## config.mk

```make
export PLATFORM = sky130hd
export DESIGN_NAME = uart_rx
export DESIGN_NICKNAME = d
export VERILOG_FILES = /design/src/hdl/uart_rx_pkg.sv /design/src/hdl/uart_rx_sampler.sv /design/src/hdl/uart_rx_framer.sv /design/src/hdl/uart_rx_fifo.sv /design/src/hdl/uart_rx_holding.sv /design/src/hdl/uart_rx.sv
export SDC_FILE = /design/constraint.sdc
export NUM_CORES = 1
export LEC_CHECK = 0
export ABC_AREA = 1
export BUFFER_PORTS_ARGS = -buffer_cell sky130_fd_sc_hd__buf_2
export CAP_MARGIN = 20
export CORE_UTILIZATION = 52
export CTS_BUF_LIST = sky130_fd_sc_hd__clkbuf_2 sky130_fd_sc_hd__clkbuf_4 sky130_fd_sc_hd__clkbuf_8
export DETAILED_ROUTE_END_ITERATION = 10
export PLACE_DENSITY_LB_ADDON = 0.1
export SYNTH_ARGS = -nofsm -noshare
export SYNTH_HDL_FRONTEND = slang
export SYNTH_HIERARCHICAL = 1
export SYNTH_SLANG_ARGS = --single-unit
```

## constraint.sdc

```tcl
create_clock -name clk_i -period 4.9 [get_ports clk_i]
set_input_delay 0.735 -clock clk_i [delete_from_list [all_inputs] [get_ports clk_i]]
set_output_delay 0.735 -clock clk_i [all_outputs]
set_load 0.01 [all_outputs]
```

## src/hdl/uart_rx_pkg.sv

```systemverilog
package uart_rx_pkg;

  // ----------------------------------------------------------
  // Line control word
  // ----------------------------------------------------------
  typedef struct packed {
    logic [1:0] par_sel;   // 0 odd, 1 even, 2 forced 1, 3 forced 0
    logic       par_en;
    logic [1:0] word_len;  // 0..3 is 5..8 bits
  } lcr_fields_t;

  // Same five bits, seen flat or as fields
  typedef union packed {
    logic [4:0]  raw;
    lcr_fields_t fields;
  } lcr_u;

  // Frame FSM states
  typedef enum logic [2:0] {
    RX_IDLE   = 3'd0,
    RX_START  = 3'd1,
    RX_DATA   = 3'd2,
    RX_PAR    = 3'd3,
    RX_STOP   = 3'd4,
    RX_RESYNC = 3'd5
  } rx_state_e;

  // ----------------------------------------------------------
  // Widths and entry layout
  // ----------------------------------------------------------
  localparam int unsigned CHAR_W     = 8;
  localparam int unsigned ENTRY_W    = 11;  // {pe, fe, brk, char}
  localparam int unsigned ENTRY_BRK  = 8;
  localparam int unsigned ENTRY_FE   = 9;
  localparam int unsigned ENTRY_PE   = 10;
  localparam int unsigned FIFO_DEPTH = 16;
  localparam int unsigned USAGE_W    = 5;   // Holds 0..16

  // ----------------------------------------------------------
  // Bit timer and filter
  // ----------------------------------------------------------
  localparam int unsigned OS_W = 5;
  localparam logic [OS_W-1:0] OS_LAST      = 5'd15;
  localparam logic [OS_W-1:0] OS_CENTER    = 5'd8;
  localparam logic [OS_W-1:0] MAJ_INIT     = 5'd4;
  localparam logic [OS_W-1:0] MAJ_DECIDE   = 5'd7;
  localparam logic [OS_W-1:0] START_OFFSET = 5'd2;  // Edge seen on a tick
  localparam int unsigned     SYNC_STAGES  = 2;

  // Trigger thresholds, fifo_tl codes 0..3
  localparam logic [USAGE_W-1:0] TL_1  = 5'd1;
  localparam logic [USAGE_W-1:0] TL_4  = 5'd4;
  localparam logic [USAGE_W-1:0] TL_8  = 5'd8;
  localparam logic [USAGE_W-1:0] TL_14 = 5'd14;

endpackage

```

## src/hdl/uart_rx_sampler.sv

```systemverilog
`timescale 1ns/1ps

module uart_rx_sampler (
  input  logic clk_i,
  input  logic rst_i,
  input  logic rxd_i,          // Raw serial line
  input  logic os_tick_i,      // 16 per bit
  input  logic timer_clear_i,
  input  logic timer_load_i,
  output logic sync_rxd_o,
  output logic rxd_filt_o,
  output logic bit_center_o
);

  import uart_rx_pkg::*;

  logic [SYNC_STAGES-1:0] sync_q;
  logic                   rxd_sync;
  logic [OS_W-1:0]        os_cnt_q;
  logic                   center_now;
  logic                   center_q;
  logic [1:0]             high_cnt_q;  // High samples in this bit
  logic                   filt_q;

  // ----------------------------------------------------------
  // Input synchronizer
  // ----------------------------------------------------------
  always_ff @(posedge clk_i) begin
    if (rst_i) begin
      sync_q <= '1;  // Idle line is high
    end else begin
      sync_q <= {sync_q[SYNC_STAGES-2:0], rxd_i};
    end
  end

  assign rxd_sync   = sync_q[SYNC_STAGES-1];
  assign sync_rxd_o = rxd_sync;

  // ----------------------------------------------------------
  // Oversample bit timer
  // ----------------------------------------------------------
  always_ff @(posedge clk_i) begin
    if (rst_i) begin
      os_cnt_q <= '0;
    end else if (timer_load_i) begin
      os_cnt_q <= START_OFFSET;  // Start edge landed on a tick
    end else if (timer_clear_i) begin
      os_cnt_q <= '0;
    end else if (os_tick_i) begin
      if (os_cnt_q == OS_LAST) begin
        os_cnt_q <= '0;
      end else begin
        os_cnt_q <= os_cnt_q + 1'b1;
      end
    end
  end

  // Counter sits at centre for a whole tick, pulse only once
  assign center_now = (os_cnt_q == OS_CENTER);

  always_ff @(posedge clk_i) begin
    if (rst_i) begin
      center_q <= 1'b0;
    end else begin
      center_q <= center_now;
    end
  end

  assign bit_center_o = center_now & ~center_q;

  // Majority of the samples at counts 4, 5 and 6
  always_ff @(posedge clk_i) begin
    if (rst_i) begin
      high_cnt_q <= '0;
      filt_q     <= 1'b1;
    end else if (os_tick_i) begin
      if (os_cnt_q == MAJ_INIT) begin
        high_cnt_q <= {1'b0, rxd_sync};  // Restart with first sample
      end else if ((os_cnt_q > MAJ_INIT) && (os_cnt_q < MAJ_DECIDE)) begin
        high_cnt_q <= high_cnt_q + {1'b0, rxd_sync};
      end else if (os_cnt_q == MAJ_DECIDE) begin
        filt_q <= high_cnt_q[1];  // Two or three highs
      end
    end
  end

  assign rxd_filt_o = filt_q;

endmodule

```

## src/hdl/uart_rx_framer.sv

```systemverilog
`timescale 1ns/1ps

module uart_rx_framer (
  input  logic                          clk_i,
  input  logic                          rst_i,
  input  uart_rx_pkg::lcr_u             lcr_i,
  input  logic                          sync_rxd_i,
  input  logic                          rxd_filt_i,
  input  logic                          bit_center_i,
  input  logic                          os_tick_i,
  output logic                          timer_clear_o,
  output logic                          timer_load_o,
  output logic                          char_done_o,
  output logic [uart_rx_pkg::ENTRY_W-1:0] char_entry_o
);

  import uart_rx_pkg::*;

  rx_state_e          state_q, state_d;
  logic [CHAR_W-1:0]  shift_q, shift_d;      // Receive shift register
  logic [2:0]         bit_cnt_q, bit_cnt_d;
  logic               ones_q, ones_d;        // Any 1 seen since start bit
  logic               par_err_q, par_err_d;
  logic [2:0]         last_bit;              // Index of final data bit
  logic               data_par;
  logic               stop_center;
  logic               frame_err;
  logic               done_q;
  logic [ENTRY_W-1:0] entry_q, entry_d;

  assign last_bit    = {1'b1, lcr_i.fields.word_len};  // 4..7
  assign data_par    = ^shift_q;  // Unused upper bits stay 0
  assign stop_center = (state_q == RX_STOP) & bit_center_i;
  assign frame_err   = ~rxd_filt_i;

  // ----------------------------------------------------------
  // Frame FSM
  // ----------------------------------------------------------
  always_comb begin
    state_d       = state_q;
    shift_d       = shift_q;
    bit_cnt_d     = bit_cnt_q;
    ones_d        = ones_q;
    par_err_d     = par_err_q;
    timer_clear_o = 1'b0;
    timer_load_o  = 1'b0;

    case (state_q)
      RX_IDLE: begin
        timer_clear_o = 1'b1;  // Timer parked at zero
        if (!sync_rxd_i) begin
          state_d      = RX_START;
          timer_load_o = os_tick_i;
        end
      end

      RX_START: begin
        if (bit_center_i) begin
          if (!rxd_filt_i) begin  // Real start bit
            state_d   = RX_DATA;
            shift_d   = '0;
            bit_cnt_d = '0;
            ones_d    = 1'b0;
            par_err_d = 1'b0;
          end else begin
            state_d = RX_IDLE;  // Glitch, not a start
          end
        end
      end

      RX_DATA: begin
        if (bit_center_i) begin
          shift_d[bit_cnt_q] = rxd_filt_i;  // LSB first
          ones_d             = ones_q | rxd_filt_i;
          bit_cnt_d          = bit_cnt_q + 1'b1;
          if (bit_cnt_q == last_bit) begin
            state_d = lcr_i.fields.par_en ? RX_PAR : RX_STOP;
          end
        end
      end

      RX_PAR: begin
        if (bit_center_i) begin
          case (lcr_i.fields.par_sel)
            2'd0:    par_err_d = (rxd_filt_i == data_par);  // Odd
            2'd1:    par_err_d = (rxd_filt_i != data_par);  // Even
            2'd2:    par_err_d = ~rxd_filt_i;               // Forced 1
            default: par_err_d = rxd_filt_i;                // Forced 0
          endcase
          ones_d  = ones_q | rxd_filt_i;
          state_d = RX_STOP;
        end
      end

      RX_STOP: begin
        if (bit_center_i) begin
          state_d = frame_err ? RX_RESYNC : RX_IDLE;
        end
      end

      RX_RESYNC: begin
        // Line still low, treat as the next start bit
        state_d = sync_rxd_i ? RX_IDLE : RX_START;
      end

      default: state_d = RX_IDLE;
    endcase
  end

  // Entry built at the stop-bit centre
  always_comb begin
    entry_d             = entry_q;
    if (stop_center) begin
      entry_d[CHAR_W-1:0] = shift_q;
      entry_d[ENTRY_BRK]  = ~(ones_q | rxd_filt_i);  // Data, parity, stop all 0
      entry_d[ENTRY_FE]   = frame_err;
      entry_d[ENTRY_PE]   = par_err_q;
    end
  end

  // ----------------------------------------------------------
  // Registers
  // ----------------------------------------------------------
  always_ff @(posedge clk_i) begin
    if (rst_i) begin
      state_q <= RX_IDLE;
      done_q  <= 1'b0;
    end else begin
      state_q <= state_d;
      done_q  <= stop_center;  // One cycle after stop centre
    end
  end

  always_ff @(posedge clk_i) begin
    shift_q   <= shift_d;
    bit_cnt_q <= bit_cnt_d;
    ones_q    <= ones_d;
    par_err_q <= par_err_d;
    entry_q   <= entry_d;
  end

  assign char_done_o  = done_q;
  assign char_entry_o = entry_q;

endmodule

```

## src/hdl/uart_rx_fifo.sv

```systemverilog
`timescale 1ns/1ps

module uart_rx_fifo (
  input  logic                            clk_i,
  input  logic                            rst_i,
  input  logic                            push_i,   // Never while full
  input  logic                            pop_i,    // Never while empty
  input  logic                            flush_i,
  input  logic [uart_rx_pkg::ENTRY_W-1:0] data_i,
  output logic [uart_rx_pkg::ENTRY_W-1:0] data_o,
  output logic                            full_o,
  output logic                            empty_o,
  output logic [uart_rx_pkg::USAGE_W-1:0] usage_o
);

  import uart_rx_pkg::*;

  logic [ENTRY_W-1:0] mem_q [FIFO_DEPTH];
  logic [USAGE_W-2:0] wr_ptr_q;  // Wraps at depth
  logic [USAGE_W-2:0] rd_ptr_q;
  logic [USAGE_W-1:0] usage_q;

  // ----------------------------------------------------------
  // Pointers and fill level
  // ----------------------------------------------------------
  always_ff @(posedge clk_i) begin
    if (rst_i || flush_i) begin
      wr_ptr_q <= '0;
      rd_ptr_q <= '0;
      usage_q  <= '0;
    end else begin
      if (push_i) begin
        wr_ptr_q <= wr_ptr_q + 1'b1;
      end
      if (pop_i) begin
        rd_ptr_q <= rd_ptr_q + 1'b1;
      end
      // Both at once leaves the count alone
      if (push_i && !pop_i) begin
        usage_q <= usage_q + 1'b1;
      end else if (pop_i && !push_i) begin
        usage_q <= usage_q - 1'b1;
      end
    end
  end

  // Storage
  always_ff @(posedge clk_i) begin
    if (push_i) begin
      mem_q[wr_ptr_q] <= data_i;
    end
  end

  assign data_o  = mem_q[rd_ptr_q];  // Head always visible
  assign usage_o = usage_q;
  assign full_o  = (usage_q == USAGE_W'(FIFO_DEPTH));
  assign empty_o = (usage_q == '0);

endmodule

```

## src/hdl/uart_rx_holding.sv

```systemverilog
`timescale 1ns/1ps

module uart_rx_holding (
  input  logic                            clk_i,
  input  logic                            rst_i,
  input  logic                            char_done_i,
  input  logic [uart_rx_pkg::ENTRY_W-1:0] char_entry_i,
  input  logic [uart_rx_pkg::ENTRY_W-1:0] fifo_head_i,
  input  logic                            fifo_full_i,
  input  logic                            fifo_empty_i,
  input  logic [uart_rx_pkg::USAGE_W-1:0] fifo_usage_i,
  input  logic [1:0]                      fifo_tl_i,
  input  logic                            flush_i,
  input  logic                            rhr_read_i,
  input  logic                            lsr_read_i,
  output logic                            fifo_push_o,
  output logic                            fifo_pop_o,
  output logic                            fifo_flush_o,
  output logic [uart_rx_pkg::ENTRY_W-1:0] fifo_data_o,
  output logic [uart_rx_pkg::CHAR_W-1:0]  rhr_o,
  output logic                            data_ready_o,
  output logic                            par_err_o,
  output logic                            frame_err_o,
  output logic                            break_o,
  output logic                            overrun_o,
  output logic                            trigger_o
);

  import uart_rx_pkg::*;

  logic               held_q;       // Holding register full
  logic [ENTRY_W-1:0] rhr_q;
  logic               overrun_q;
  logic [USAGE_W-1:0] tl_level;

  // ----------------------------------------------------------
  // FIFO strobes
  // ----------------------------------------------------------
  assign fifo_push_o  = char_done_i & ~fifo_full_i;  // Full drops the char
  assign fifo_data_o  = char_entry_i;
  assign fifo_pop_o   = ~held_q & ~fifo_empty_i;
  assign fifo_flush_o = flush_i;                     // Holding register kept

  always_ff @(posedge clk_i) begin
    if (rst_i) begin
      held_q <= 1'b0;
    end else if (fifo_pop_o) begin
      held_q <= 1'b1;
    end else if (rhr_read_i) begin
      held_q <= 1'b0;
    end
  end

  always_ff @(posedge clk_i) begin
    if (fifo_pop_o) begin
      rhr_q <= fifo_head_i;  // Load with the pop
    end
  end

  // Sticky until the LSR is read
  always_ff @(posedge clk_i) begin
    if (rst_i) begin
      overrun_q <= 1'b0;
    end else if (char_done_i && fifo_full_i) begin
      overrun_q <= 1'b1;
    end else if (lsr_read_i) begin
      overrun_q <= 1'b0;
    end
  end

  // Trigger threshold select
  always_comb begin
    case (fifo_tl_i)
      2'd0:    tl_level = TL_1;
      2'd1:    tl_level = TL_4;
      2'd2:    tl_level = TL_8;
      default: tl_level = TL_14;
    endcase
  end

  assign trigger_o    = (fifo_usage_i >= tl_level);
  assign rhr_o        = rhr_q[CHAR_W-1:0];
  assign data_ready_o = held_q;
  assign par_err_o    = held_q & rhr_q[ENTRY_PE];   // Flags of held entry only
  assign frame_err_o  = held_q & rhr_q[ENTRY_FE];
  assign break_o      = held_q & rhr_q[ENTRY_BRK];
  assign overrun_o    = overrun_q;

endmodule

```

## src/hdl/uart_rx.sv

```systemverilog
`timescale 1ns/1ps

module uart_rx (
  input  logic                           clk_i,
  input  logic                           rst_i,
  input  logic                           rxd_i,
  input  logic                           os_tick_i,
  input  uart_rx_pkg::lcr_u              lcr_i,
  input  logic [1:0]                     fifo_tl_i,
  input  logic                           fifo_flush_i,
  input  logic                           rhr_read_i,
  input  logic                           lsr_read_i,
  output logic [uart_rx_pkg::CHAR_W-1:0] rhr_o,
  output logic                           data_ready_o,
  output logic                           par_err_o,
  output logic                           frame_err_o,
  output logic                           break_o,
  output logic                           overrun_o,
  output logic                           trigger_o
);

  import uart_rx_pkg::*;

  // ----------------------------------------------------------
  // Sampler and framer
  // ----------------------------------------------------------
  logic               sync_rxd;
  logic               rxd_filt;
  logic               bit_center;
  logic               timer_clear;
  logic               timer_load;
  logic               char_done;
  logic [ENTRY_W-1:0] char_entry;

  // FIFO side
  logic               fifo_push;
  logic               fifo_pop;
  logic               fifo_flush;
  logic [ENTRY_W-1:0] fifo_wdata;
  logic [ENTRY_W-1:0] fifo_head;
  logic               fifo_full;
  logic               fifo_empty;
  logic [USAGE_W-1:0] fifo_usage;

  uart_rx_sampler i_sampler (
    .clk_i         (clk_i),
    .rst_i         (rst_i),
    .rxd_i         (rxd_i),
    .os_tick_i     (os_tick_i),
    .timer_clear_i (timer_clear),
    .timer_load_i  (timer_load),
    .sync_rxd_o    (sync_rxd),
    .rxd_filt_o    (rxd_filt),
    .bit_center_o  (bit_center)
  );

  uart_rx_framer i_framer (
    .clk_i         (clk_i),
    .rst_i         (rst_i),
    .lcr_i         (lcr_i),
    .sync_rxd_i    (sync_rxd),
    .rxd_filt_i    (rxd_filt),
    .bit_center_i  (bit_center),
    .os_tick_i     (os_tick_i),
    .timer_clear_o (timer_clear),
    .timer_load_o  (timer_load),
    .char_done_o   (char_done),
    .char_entry_o  (char_entry)
  );

  // ----------------------------------------------------------
  // Receive FIFO and holding register
  // ----------------------------------------------------------
  uart_rx_fifo i_fifo (
    .clk_i   (clk_i),
    .rst_i   (rst_i),
    .push_i  (fifo_push),
    .pop_i   (fifo_pop),
    .flush_i (fifo_flush),
    .data_i  (fifo_wdata),
    .data_o  (fifo_head),
    .full_o  (fifo_full),
    .empty_o (fifo_empty),
    .usage_o (fifo_usage)
  );

  uart_rx_holding i_holding (
    .clk_i        (clk_i),
    .rst_i        (rst_i),
    .char_done_i  (char_done),
    .char_entry_i (char_entry),
    .fifo_head_i  (fifo_head),
    .fifo_full_i  (fifo_full),
    .fifo_empty_i (fifo_empty),
    .fifo_usage_i (fifo_usage),
    .fifo_tl_i    (fifo_tl_i),
    .flush_i      (fifo_flush_i),
    .rhr_read_i   (rhr_read_i),
    .lsr_read_i   (lsr_read_i),
    .fifo_push_o  (fifo_push),
    .fifo_pop_o   (fifo_pop),
    .fifo_flush_o (fifo_flush),
    .fifo_data_o  (fifo_wdata),
    .rhr_o        (rhr_o),
    .data_ready_o (data_ready_o),
    .par_err_o    (par_err_o),
    .frame_err_o  (frame_err_o),
    .break_o      (break_o),
    .overrun_o    (overrun_o),
    .trigger_o    (trigger_o)
  );

endmodule

```

---- Yosys cells after proc, flatten, opt, wreduce, memory -nomap -nowiden ----
Memory sizes are Yosys's and may differ from the RTL's. A register that Yosys moved wholly into a read port is not among the register bits.
Cells that the tools add are included.
Widths: inputs -> output; s select.
storage, ports and cells
  RAM bits ................................ 176
  memories ................................ 1
  logic and storage cells ................. 148
  bits in registers ....................... 54
memories
  memory        depth  width  read ports  clocked after memory_dff  wr ports  RTL line            source
  i_fifo.mem_q  16     11     1           1                         1         uart_rx_fifo.sv:18  logic [ENTRY_W-1:0] mem_q [FIFO_DEPTH];
operators by class
  muxes and demuxes ....................... 47
  order comparisons ....................... 5
  equality and inequality tests ........... 25
  add/sub/neg operators ................... 7
  bitwise gates (word level) .............. 16
  reduce and logical (&&, ||, !) cells .... 29
operator list
  cell                 count
  $mux 3               11
  $mux 8               3
  $pmux 3 s6           1
  $pmux 8 s2           1
  $reduce_and 4->1     4
  $mux 1               15
  $mux 5               3
  $reduce_bool 2->1    7
  $mux 2               6
  $ne 2x1->1 const B   6
  $pmux 4 s3           1
  $add 5x1->5 const B  2
  $eq 5x3->1 const B   2
  $eq 5x4->1 const B   2
  $add 4x1->4 const B  2
  $bwmux 8             1
  $not 1->1            8
  $reduce_xor 8->1     1
  $and 1x1->1          7
  $eq 3x2->1 const B   2
  $eq 3x3->1 const B   2
  $pmux 3 s2           1
  $reduce_and 6->1     1
  $eq 5x5->1 const B   1
  other kinds (29)     39

---- Depth between registers and ports, before layout ----
Gate-level depths: netlist of run 1.
  depth after elaboration ................. 7
  gate-level depth with buffers ........... 16

---- Hierarchy ----
Netlist of run 1, hierarchy kept.
by module, submodules not included
  module           instances  seq. area each (um^2)  cells an instance  area each (um^2)
  uart_rx_fifo     1          5625.4                 836                8423.1
  uart_rx_framer   1          800.8                  174                1516.5
  uart_rx_holding  1          370.4                  73                 715.7
  uart_rx_sampler  1          220.2                  78                 551.8

---- Least setup slack after synthesis of run 1 ----
Ideal clock, no wire load.
  kind .................................... register to register
  start ................................... reg i_fifo.usage_q[1] (netlist: i_fifo/usage_o[1])
  end ..................................... reg i_fifo.usage_q[4] (netlist: i_fifo/usage_o[4])
  period minus slack after synthesis ...... 2.450 ns
  buffers on the path ..................... 0
  setup slack ............................. 2.450 ns
  cell stages (with the launch flop) ...... 15
  arrival time ............................ 2.341 ns
  cell sequence ........................... dfxtp_1 inv_1 nand4_1 nor2_1 or2_1 inv_1 inv_1 ha_1 inv_1 ha_1 or2_2 nand3_1 nand3_1 nand2_1 inv_1
between the ends
  longest elaborated chain between the ends .. 6
  elaborated cells on any way between the ends .. 15
  classes of those cells .................. 2 x add/sub; 1 x eq/ne; 2 x mux; 4 x bitwise; 6 x reduce/logical
ends and longest elaborated chain
  item                                                RTL line               source
  start, declared                                     uart_rx_fifo.sv:21     logic [USAGE_W-1:0] usage_q;
  start signal, assigned                              uart_rx_fifo.sv:40     usage_q <= usage_q + 1'b1;
  start signal, assigned                              uart_rx_fifo.sv:42     usage_q <= usage_q - 1'b1;
  $logic_not 5->1 (*)                                 uart_rx_fifo.sv:57     assign empty_o = (usage_q == '0);
  net fifo_empty                                      uart_rx.sv:42          logic fifo_empty;
  $not 1->1 (*)                                       uart_rx_holding.sv:41  assign fifo_pop_o = ~held_q & ~fifo_empty_i;
  $and 1x1->1 (*)                                     uart_rx_holding.sv:41
  net fifo_pop                                        uart_rx.sv:37          logic fifo_pop;
  $logic_not 1->1                                     uart_rx_fifo.sv:39     if (push_i && !pop_i) begin
  $logic_and 1x1->1                                   uart_rx_fifo.sv:39
  $mux 5 / $reduce_bool 2->1 (equally long branches)  n/a
Mark *: on every way through the listed nets, which the timed path passes. The rest lies on a longest branch. The select of a mux whose other input is x is not followed.
A chain may end at the register's enable or synchronous reset.

---- Worst setup path after layout of run 1 ----
  start ................................... reg i_fifo.usage_q[0] (netlist: i_fifo/usage_o[0])
  end ..................................... reg i_fifo.usage_q[4] (netlist: i_fifo/usage_o[4])
Same word-level chain as after synthesis.

==> key figures, run 1 <==
Worst setup path
  • Data required, critical path: 5.34 ns
  • Data arrival time of the critical path: 3.29 ns
  • Kind of end point of the critical path: register
  • Largest incremental delay on the critical path: 0.48 ns
  • Critical Path Source Type: register
  • CP most frequent cell: inv_1
  • Top cell family by delay on the critical path: simple AND/OR/NAND/NOR gates
  • Crit Path Max Fanout: 17
  • Critical path class: register to register
  • Count of buffer and inverter cells on the critical path: 5
  • List of cells traversed by the critical path: inv_1 > nand4_1 > nor2_1 > or2_1 > inv_1 > inv_1 > ha_1 > inv_1 > ha_1 > or2_2 > nand3_1 > nand3_1 > nand2_1 > inv_1
  • Slowest-stage cell, CP: inv_1

Synthesis
  • Leading post-synthesis cells by cell area: edfxtp_1 57%, nand2_1 11%, nand3_1 7.0%
  • Sequential fraction of the synthesis area: 62.6%
  • Total standard cell area after synthesis: 0.0112 mm2
  • Count of flip-flops with a built-in enable after synthesis: 211
  • Biggest area consumer among synthesized cells: edfxtp_1
  • Mapped Avg Cell Area: 9.65 um2
  • Gate count after technology mapping: 1161
  • Main flop type after synthesis: edfxtp_1
  • Share of flip-flops with an asynchronous set or reset after synthesis: 0%
  • Post-synthesis register bit count: 245
  • Post-synthesis net count: 1193
  • Number of distinct library cells after synthesis: 37
  • Warning count from the yosys run: 6
  • Area share of the leading cell type in the synthesized netlist: 56.5%

Clock network
  • Number of hold-repair buffers added at the cts stage: 0
  • Clock Tree Buf Depth: 3
  • H-tree lvl count: 2
  • Source-to-sink clock delay at the later pin of the worst-skew pair: 0.55 ns
  • CTS Root Cell: clkbuf_8
  • # Post-CTS Setup Buffers: 0
  • Sink Count: 245
  • Clock tree from TritonCTS: yes
  • Number of instances resized during post-cts repair: 0
  • Number of buffers inserted during clock tree synthesis: 41
  • Clk slew on worst S/H paths: 0.06 ns

Die
  • Ports placed on the boundary: 28
  • Die Span Y: 149 um
  • Area inside the core boundary: 0.0211 mm2
  • Initial core utilization: 53.1%
  • Std cell rows: 53
  • Die width: 149 um
  • Die Outline Area: 0.0221 mm2

Drt
  • Routed wire length: 24100 um
  • Vias per cell: 5.03
  • Iteration-0 DRC Markers: 501
  • Via count: 7472
  • Number of DRC violations after detailed routing: 0
  • Post-route ant nets: 0
  • TritonRoute pass-1 iters: 5
  • Per-cell routed wire length: 16.2 um

Power and ir drop
  • Worst-case vdd ir drop: 0.248 mV
  • Total leakage power: 5.23 nW
  • Switching power: 0.00186 W
  • Design Power: 0.00560 W
  • Share of power burned in registers: 44.5%
  • Power per cell area: 461 mW/mm2
  • Clock group share of total power: 31.8%
  • Combinational share of power: 23.7%
  • Internal power: 0.00375 W
  • Switching share of power: 33.2%

Worst hold path
  • Worst hold-check path type: input pin to register

Layout
  • Proportion of layout cells with a drive suffix above 1: 10.1%
  • Ant diodes: 0
  • Combined area of the multi-input logic cells: 0.00301 mm2
  • Area added between synthesis and finish: 8.57%
  • Final cell area excluding filler cells: 0.0122 mm2
  • Layout fillers: 1848
  • Combined flip-flop and latch cell area: 0.00702 mm2
  • Number of nets in the finished design: 1210

STA
  • Setup Viol. Count Final: 0
  • Tightest Pin Transition: 1.08 ns
  • Min cycle time layout: 2.85 ns
  • Number of slew-limit violations in the final report: 0
  • Setup repair after global routing missed its margin: no
  • Final setup TNS: 0 ns
  • Number of hold violations in the final report: 0
  • Max Freq: 351 MHz
  • Layout Skew: 0.0251 ns
  • Max-slew headroom: 27.5%
  • Period Utilization, post-route: 58.1%

Placement
  • Gp weighted congestion: 0.822
  • HPWL after detailed placement: 14800 um
  • Count of buffers inserted at the top-level ports: 27
  • Cell area after placement: 0.0113 mm2

Global route
  • Vias in the first global route: 6991
  • Total gr overflow: 0
  • Global-route wire length before repair: 37800 um
  • Initial antenna violation count: 0
  • Pin count of the biggest net entering global routing: 89
  • Total global-route track usage: 22.8%

Job
  • Total of max-cap violations: 0

Status
  • Outcome: finished clean
## power groups by stage
stage | Sequential, W | Clock (W) | Combinational [W]
after floorplan | 0.00246 | 0 | 0.00109
after global placement | 0.00254 | 0 | 0.00132
after detailed placement | 0.00254 | 0 | 0.00132
after CTS | 0.00249 | 0.00183 | 0.00133
after global routing | 0.00251 | 0.00191 | 0.00151
final | 0.00249 | 0.00178 | 0.00133
## routing by layer
| layer | part of all wire, % | vias up | GRT usage [%] |
|---|---|---|---|
| li1 | - | 3760 | - |
| met1 | 43 | 3480 | 28.8 |
| met2 | 49 | 181 | 38.9 |
| met3 | 5.0 | 51 | 4.04 |
| met4 | 2.8 | 0 | 9.23 |
| met5 | 0 | - | 0 |
## stage by stage
| stage | util (%) | hold slack, ns | cells | worst slack [ns] |
|---|---|---|---|---|
| 2_1_floorplan | - | 0.389 | 1161 | 2.45 |
| 3_3_place_gp | 53.7 | 0.400 | 1405 | 2.10 |
| 3_5_place_dp | 53.7 | 0.399 | 1405 | 2.08 |
| 4_1_cts | 57.5 | 0.344 | 1481 | 2.05 |
| 5_1_grt | 57.7 | 0.355 | 1486 | 1.78 |
| 6_report | 57.7 | 0.375 | 1486 | 2.05 |
## worst paths after layout
path	endpoint	slack, ns	start	cells past startpoint
min	i_sampler/sync_q[0]	0.38	rxd_i	2
max	i_fifo/usage_o[4]	2.05	i_fifo/usage_o[0]	14
min reg2reg	i_sampler/sync_q[1]	0.41	i_sampler/sync_q[0]	1
max reg2reg	i_fifo/usage_o[4]	2.05	i_fifo/usage_o[0]	14
## worst reg2reg max path: stages, from the launching register on
cell and delay [ns]:
dfxtp_1 0.39, inv_1 0.10, nand4_1 0.10, nor2_1 0.04, or2_1 0.23, inv_1 0.48
inv_1 0.16, ha_1 0.26, inv_1 0.13, ha_1 0.27, or2_2 0.31, nand3_1 0.08
nand3_1 0.08, nand2_1 0.07, inv_1 0.03
## logic make-up after synthesis
group,count (synthesis),share of synthesized area [%]
buffers and inverters,274,10.6
adder cells (fa/ha/maj),18,2.08
AO/OA/AOI/OAI,54,2.66
flip-flops,245,62.6
XOR/XNOR,10,0.781
AND/OR/NAND/NOR,560,21.3
## cell usage after synthesis, types with 2 or more instances
cell type,count
a21oi_1,28
a21oi_2,2
a31oi_1,3
buf_1,3
buf_2,21
buf_4,23
buf_6,5
clkbuf_1,5
clkbuf_2,3
dfxtp_1,34
edfxtp_1,211
ha_1,17
inv_1,208
inv_2,5
nand2_1,321
nand2_2,5
nand3_1,156
nand4_1,8
nor2_1,51
nor2_4,2
nor3_1,6
nor4_1,3
o21ai_0,17
or2_2,3
xnor2_1,6
xor2_1,4
## layout by cell type, fill, tap and decap left out, drive strengths merged
master,netlist,routed
o21ai,18,18
dfxtp,34,34
edfxtp,211,211
nor2,54,54
fa,1,1
xor2,4,4
buf,52,34
nor4,3,3
nand4,8,8
clkbuf,8,47
nand3,157,157
o31ai,1,1
clkinv,0,25
a21oi,30,30
inv,214,214
bufinv,0,2
nor3,7,7
o21bai,1,1
xnor2,6,6
or2,5,5
clkinvlp,0,2
ha,17,17
a31oi,3,3
o211ai,1,1
nand2,326,326
## sequential cells by signal, indices dropped and copies added, names as in the netlist, named ones only
signal,cells
i_fifo/mem_q,176
i_fifo/rd_ptr_q,4
i_fifo/usage_o,5
i_fifo/wr_ptr_q,4
i_framer/bit_cnt_q,3
i_framer/char_done_o,1
i_framer/char_entry_o,11
i_framer/ones_q,1
i_framer/par_err_q,1
i_framer/shift_q,8
i_framer/state_q,3
i_holding/data_ready_o,1
i_holding/overrun_o,1
i_holding/rhr_q,11
i_sampler/center_q,1
i_sampler/high_cnt_q,2
i_sampler/os_cnt_q,5
i_sampler/rxd_filt_o,1
i_sampler/sync_q,2
## area by class of cell
class | count | share of cell area, %
clock buffer | 47 | 5.11
clock inverter | 29 | 1.51
inverter | 214 | 6.62
multi-input combinational | 642 | 24.7
sequential | 245 | 57.7
tap | 275 | 2.83
timing repair buffer | 34 | 1.54
(Power assumes the default switching activity.)
==> run 2, diff against run 1 <==
Clock period 4.9 ns to 2.6 ns, I/O delays scaled along.
==> key figures, run 2 (synthesized netlist as in run 1, its figures left out) <==
STA
  • Setup repair after global routing missed its margin: no
  • Tightest Pin Transition: 0.844 ns
  • Max Freq: 434 MHz
  • Final setup TNS: 0 ns
  • Max-slew headroom: 43.7%
  • Number of hold violations in the final report: 0
  • Number of slew-limit violations in the final report: 0
  • Min cycle time layout: 2.30 ns
  • Layout Skew: 0.0218 ns
  • Period Utilization, post-route: 88.5%
  • Setup Viol. Count Final: 0

Drt
  • Per-cell routed wire length: 15.4 um
  • Routed wire length: 23100 um
  • Post-route ant nets: 0
  • Via count: 7494
  • TritonRoute pass-1 iters: 5
  • Vias per cell: 5.00
  • Number of DRC violations after detailed routing: 0
  • Iteration-0 DRC Markers: 459

Clock network
  • H-tree lvl count: 2
  • Clk slew on worst S/H paths: 0.06 ns
  • Number of instances resized during post-cts repair: 0
  • CTS Root Cell: clkbuf_8
  • Sink Count: 245
  • Clock Tree Buf Depth: 3
  • # Post-CTS Setup Buffers: 0
  • Number of hold-repair buffers added at the cts stage: 0
  • Clock tree from TritonCTS: yes
  • Source-to-sink clock delay at the later pin of the worst-skew pair: 0.54 ns
  • Number of buffers inserted during clock tree synthesis: 42

Layout
  • Leading cell types in the layout, fill and taps excluded: 321 x nand2_1, 211 x edfxtp_1, 208 x inv_1, 156 x nand3_1, 51 x nor2_1
  • Proportion of layout cells with a drive suffix above 1: 11.2%
  • Ant diodes: 0
  • Register containing the most flip-flops in the final layout: i_fifo/mem_q
  • Number of nets in the finished design: 1231
  • Final Non-Filler Cells: 1500
  • Final cell area excluding filler cells: 0.0123 mm2
  • Most common library cell in the layout ignoring fill and taps: nand2_1
  • Area added between synthesis and finish: 9.59%
  • Combined flip-flop and latch cell area: 0.00702 mm2
  • Layout fillers: 1858
  • Combined area of the multi-input logic cells: 0.00301 mm2
  • Flip-flop count of the largest register, all copies and words added: 176

Die
  • Ports placed on the boundary: 28
  • Initial core utilization: 53.1%
  • Die width: 149 um
  • Area inside the core boundary: 0.0211 mm2
  • Die Span Y: 149 um
  • Die Outline Area: 0.0221 mm2
  • Std cell rows: 53

Worst setup path
  • Data required, critical path: 3.03 ns
  • Register-to-Register Path Depth: 14
  • Kind of end point of the critical path: register
  • Critical Path Source Type: register
  • Data arrival time of the critical path: 2.73 ns
  • Critical path class: register to register
  • Crit Path Max Fanout: 4

Placement
  • Gp weighted congestion: 0.808
  • Cell area after placement: 0.0115 mm2
  • Cell count after placement: 1430
  • HPWL after detailed placement: 14400 um
  • Count of buffers inserted at the top-level ports: 27

Job
  • Total of max-cap violations: 0

Global route
  • Total global-route track usage: 21.9%
  • Total gr overflow: 0
  • Initial antenna violation count: 0
  • Global-route wire length before repair: 37100 um
  • Pin count of the biggest net entering global routing: 89
  • Vias in the first global route: 7155

Status
  • Outcome: finished clean

Power and ir drop
  • Total leakage power: 5.32 nW
  • Worst-case vdd ir drop: 0.416 mV
  • Power per cell area: 847 mW/mm2

Worst hold path
  • Worst hold path cell count: 2
  • Worst hold-check path type: input pin to register
run 2: cell count changes in the layout (fill, tap and decap cells not counted):
cell and change:
buf_4 +18, buf_12 +2, clkinvlp_4 -1, bufinv_16 -2, clkinv_2 -10, clkinv_1 -1, clkbuf_4 +8
run 2: metal layers:
layer  routed length, um  track usage (%)
met5                   0                0
met4                 361             7.04
met3                1180             4.01
met2               11100             36.8
met1               10400             28.6
run 2: final cells by class:
cell class	instances	area share [%]
clock buffer	55	5.55
clock inverter	15	0.509
inverter	214	6.56
multi-input combinational	642	24.5
sequential	245	57.2
tap	275	2.80
timing repair buffer	54	2.95
run 2: path summary, 6_finish.rpt:
kind	end	slack [ns]	start
worst max-delay path	i_fifo/usage_o[4]	0.30	i_fifo/usage_o[1]
worst min-delay path	i_sampler/sync_q[0]	0.05	rxd_i
worst max register to register	i_fifo/usage_o[4]	0.30	i_fifo/usage_o[1]
worst min register to register	i_sampler/sync_q[1]	0.41	i_sampler/sync_q[0]
run 2: power breakdown:
part	switching (W)	total, W	internal [W]
Clock	0.00147	0.00316	0.00169
Sequential	0.000108	0.00459	0.00448
Combinational	0.00181	0.00266	0.000845
run 2: through the flow:
stage               hold slack (ns)  utilization [%]  power (W)  setup WS [ns]
floorplan                     0.389                -    0.00668          0.150
global placement              0.401             54.7    0.00732          0.334
detailed placement            0.395             54.7    0.00735          0.300
CTS                         0.00955             58.2     0.0105          0.296
global route                 0.0256             58.2     0.0110          0.126
finish                       0.0453             58.2     0.0104          0.298
run 2: critical path, cell delays in order (launching register included):
cell	delay [ns]
dfxtp_1	0.39
inv_1	0.09
nand4_1	0.12
nor2_1	0.05
or2_1	0.23
inv_1	0.08
inv_1	0.06
ha_1	0.22
inv_1	0.14
ha_1	0.27
or2_2	0.31
nand3_1	0.09
nand3_1	0.07
nand2_1	0.06
inv_1	0.03
==> run 3, diff against run 2 <==
Settings changed: CTS_BUF_LIST sky130_fd_sc_hd__clkbuf_2 sky130_fd_sc_hd__clkbuf_4 sky130_fd_sc_hd__clkbuf_8 to sky130_fd_sc_hd__clkbuf_4, CTS_CLUSTER_SIZE from default to 8.
==> key figures, run 3 (synthesized netlist as in run 1, its figures left out) <==
Status
  • Outcome: finished clean

Layout
  • Area added between synthesis and finish: 10.6%
  • Register containing the most flip-flops in the final layout: i_fifo/mem_q
  • Flip-flop count of the largest register, all copies and words added: 176
  • Most common library cell in the layout ignoring fill and taps: nand2_1
  • Leading cell types in the layout, fill and taps excluded: 321 x nand2_1, 211 x edfxtp_1, 208 x inv_1, 156 x nand3_1, 102 x clkbuf_4
  • Number of nets in the finished design: 1258
  • Proportion of layout cells with a drive suffix above 1: 14.7%

Worst setup path
  • Critical Path Source Type: register
  • Critical path class: register to register
  • Worst reg2reg setup slack: 0.28 ns
  • Crit Path Max Fanout: 4
  • Top cell family by delay on the critical path: simple AND/OR/NAND/NOR gates
  • Data arrival time of the critical path: 2.83 ns
  • Reg2reg end: i_fifo/usage_o[4]
  • CP most frequent cell: inv_1
  • Slowest-stage cell, CP: dfxtp_1
  • Startpoint of the lowest-slack register-to-register path: i_fifo/usage_o[1]
  • Data required, critical path: 3.12 ns
  • Register-to-Register Path Depth: 14
  • Kind of end point of the critical path: register
  • Count of buffer and inverter cells on the critical path: 5
  • Largest incremental delay on the critical path: 0.39 ns
  • Termination of the worst setup path: i_fifo/usage_o[4]
  • Startpoint of the worst setup timing path: i_fifo/usage_o[1]
  • List of cells traversed by the critical path: inv_1 > nand4_1 > nor2_1 > or2_1 > inv_1 > inv_1 > ha_1 > inv_1 > ha_1 > or2_2 > nand3_1 > nand3_1 > nand2_1 > inv_1
  • WP depth: 14

Clock network
  • # Post-CTS Setup Buffers: 0
  • Number of buffers inserted during clock tree synthesis: 67
  • Number of instances resized during post-cts repair: 0
  • Source-to-sink clock delay at the later pin of the worst-skew pair: 0.65 ns
  • Clock Tree Buf Depth: 3
  • CTS Root Cell: clkbuf_4
  • Sink Count: 245
  • Number of hold-repair buffers added at the cts stage: 2
  • Clock tree from TritonCTS: yes
  • Clk slew on worst S/H paths: 0.06 ns
  • H-tree lvl count: 3

STA
  • Number of hold violations in the final report: 0
  • Setup repair after global routing missed its margin: no
  • Layout Skew: 0.0318 ns
  • Max-slew headroom: 41.8%
  • Max Freq: 431 MHz
  • Period Utilization, post-route: 89.2%
  • Tightest Pin Transition: 0.871 ns
  • Min cycle time layout: 2.32 ns
  • Number of slew-limit violations in the final report: 0
  • Setup Viol. Count Final: 0
  • Final setup TNS: 0 ns

Power and ir drop
  • Switching power: 0.00342 W
  • Clock group share of total power: 31.9%
  • Combinational share of power: 24.9%
  • Design Power: 0.0106 W
  • Worst-case vdd ir drop: 0.409 mV
  • Switching share of power: 32.2%
  • Internal power: 0.00720 W
  • Share of power burned in registers: 43.2%
  • Total leakage power: 5.44 nW
  • Power per cell area: 856 mW/mm2

Die
  • Ports placed on the boundary: 28
  • Area inside the core boundary: 0.0211 mm2
  • Die width: 149 um
  • Die Outline Area: 0.0221 mm2
  • Die Span Y: 149 um
  • Initial core utilization: 53.1%
  • Std cell rows: 53

Drt
  • Number of DRC violations after detailed routing: 0
  • Routed wire length: 23000 um
  • Via count: 7611
  • Iteration-0 DRC Markers: 425
  • Vias per cell: 4.93
  • Post-route ant nets: 0
  • TritonRoute pass-1 iters: 4
  • Per-cell routed wire length: 14.9 um

Global route
  • Fraction of met2 tracks used by global routing: 36.7%
  • Vias in the first global route: 7344
  • Global-route wire length before repair: 37300 um
  • Initial antenna violation count: 1
  • M3 GR Usage: 4.74%
  • Most Used Layer, Global Route: met2
  • Total global-route track usage: 22.0%
  • Pin count of the biggest net entering global routing: 89
  • GR Layer Usage met1: 28.1%
  • Total gr overflow: 0

Placement
  • Gp weighted congestion: 0.808
  • HPWL after detailed placement: 14400 um
  • Count of buffers inserted at the top-level ports: 27

Job
  • Total of max-cap violations: 0

Worst hold path
  • Worst hold-check path type: input pin to register
run 3: changes by cell type in the layout (fill, tap and decap cells not counted):
cell / before / now
clkbuf_4: 12 / 102
clkinv_1: 12 / 4
inv_2: 5 / 8
clkinv_2: 2 / 0
bufinv_16: 0 / 1
dlygate4sd3_1: 0 / 2
diode_2: 0 / 2
clkbuf_8: 43 / 0
run 3: how the worst min path moves through the flow:
stage                             start                     end  cells past startpoint
global route                 rhr_read_i  i_holding/data_ready_o                      4
floorplan           i_sampler/sync_q[0]     i_sampler/sync_q[1]                      1
global placement    i_sampler/sync_q[0]     i_sampler/sync_q[1]                      1
CTS                          rhr_read_i  i_holding/data_ready_o                      4
detailed placement  i_sampler/sync_q[0]     i_sampler/sync_q[1]                      1
finish                       rhr_read_i  i_holding/data_ready_o                      4
run 3: per-stage QoR:
step | setup WS [ns] | area, um2 | hold WS, ns | std cells | utilization [%]
2_1_floorplan | 0.150 | 11200 | 0.389 | 1161 | -
3_3_place_gp | 0.334 | 11500 | 0.401 | 1430 | 54.7
3_5_place_dp | 0.300 | 11500 | 0.395 | 1430 | 54.7
4_1_cts | 0.278 | 12400 | 0.0203 | 1543 | 58.7
5_1_grt | 0.110 | 12400 | 0.0192 | 1545 | 58.8
6_report | 0.281 | 12400 | 0.0563 | 1545 | 58.8
run 3: metal layers:
metal / routed length, um / up-vias / part of all wire (%)
met5: 0 / - / 0
met4: 382 / 0 / 1.7
met3: 1250 / 31 / 5.4
met2: 11200 / 181 / 48
met1: 10200 / 3513 / 44
li1: - / 3886 / -
run 3: final cells by class:
type,instances,area (um2)
fill,1863,8700
sequential,245,7020
multi-input combinational,642,3010
inverter,214,806
clock buffer,102,766
timing repair buffer,56,383
tap,275,344
clock inverter,9,63.8
antenna,2,5.00
run 3: power groups by stage:
| stage | Combinational [W] | Clock (W) | Sequential [W] |
|---|---|---|---|
| 2_1_floorplan | 0.00205 | 0 | 0.00463 |
| 3_3_place_gp | 0.00265 | 0 | 0.00467 |
| 3_5_place_dp | 0.00267 | 0 | 0.00468 |
| 4_1_cts | 0.00268 | 0.00347 | 0.00459 |
| 5_1_grt | 0.00301 | 0.00370 | 0.00461 |
| 6_report | 0.00264 | 0.00338 | 0.00459 |
run 3: worst reg2reg max path, cell delays in order, from the launching register on:
cell and delay [ns]:
dfxtp_1 0.39, inv_1 0.09, nand4_1 0.12, nor2_1 0.05
or2_1 0.23, inv_1 0.08, inv_1 0.06, ha_1 0.22
inv_1 0.14, ha_1 0.27, or2_2 0.31, nand3_1 0.09
nand3_1 0.07, nand2_1 0.06, inv_1 0.03
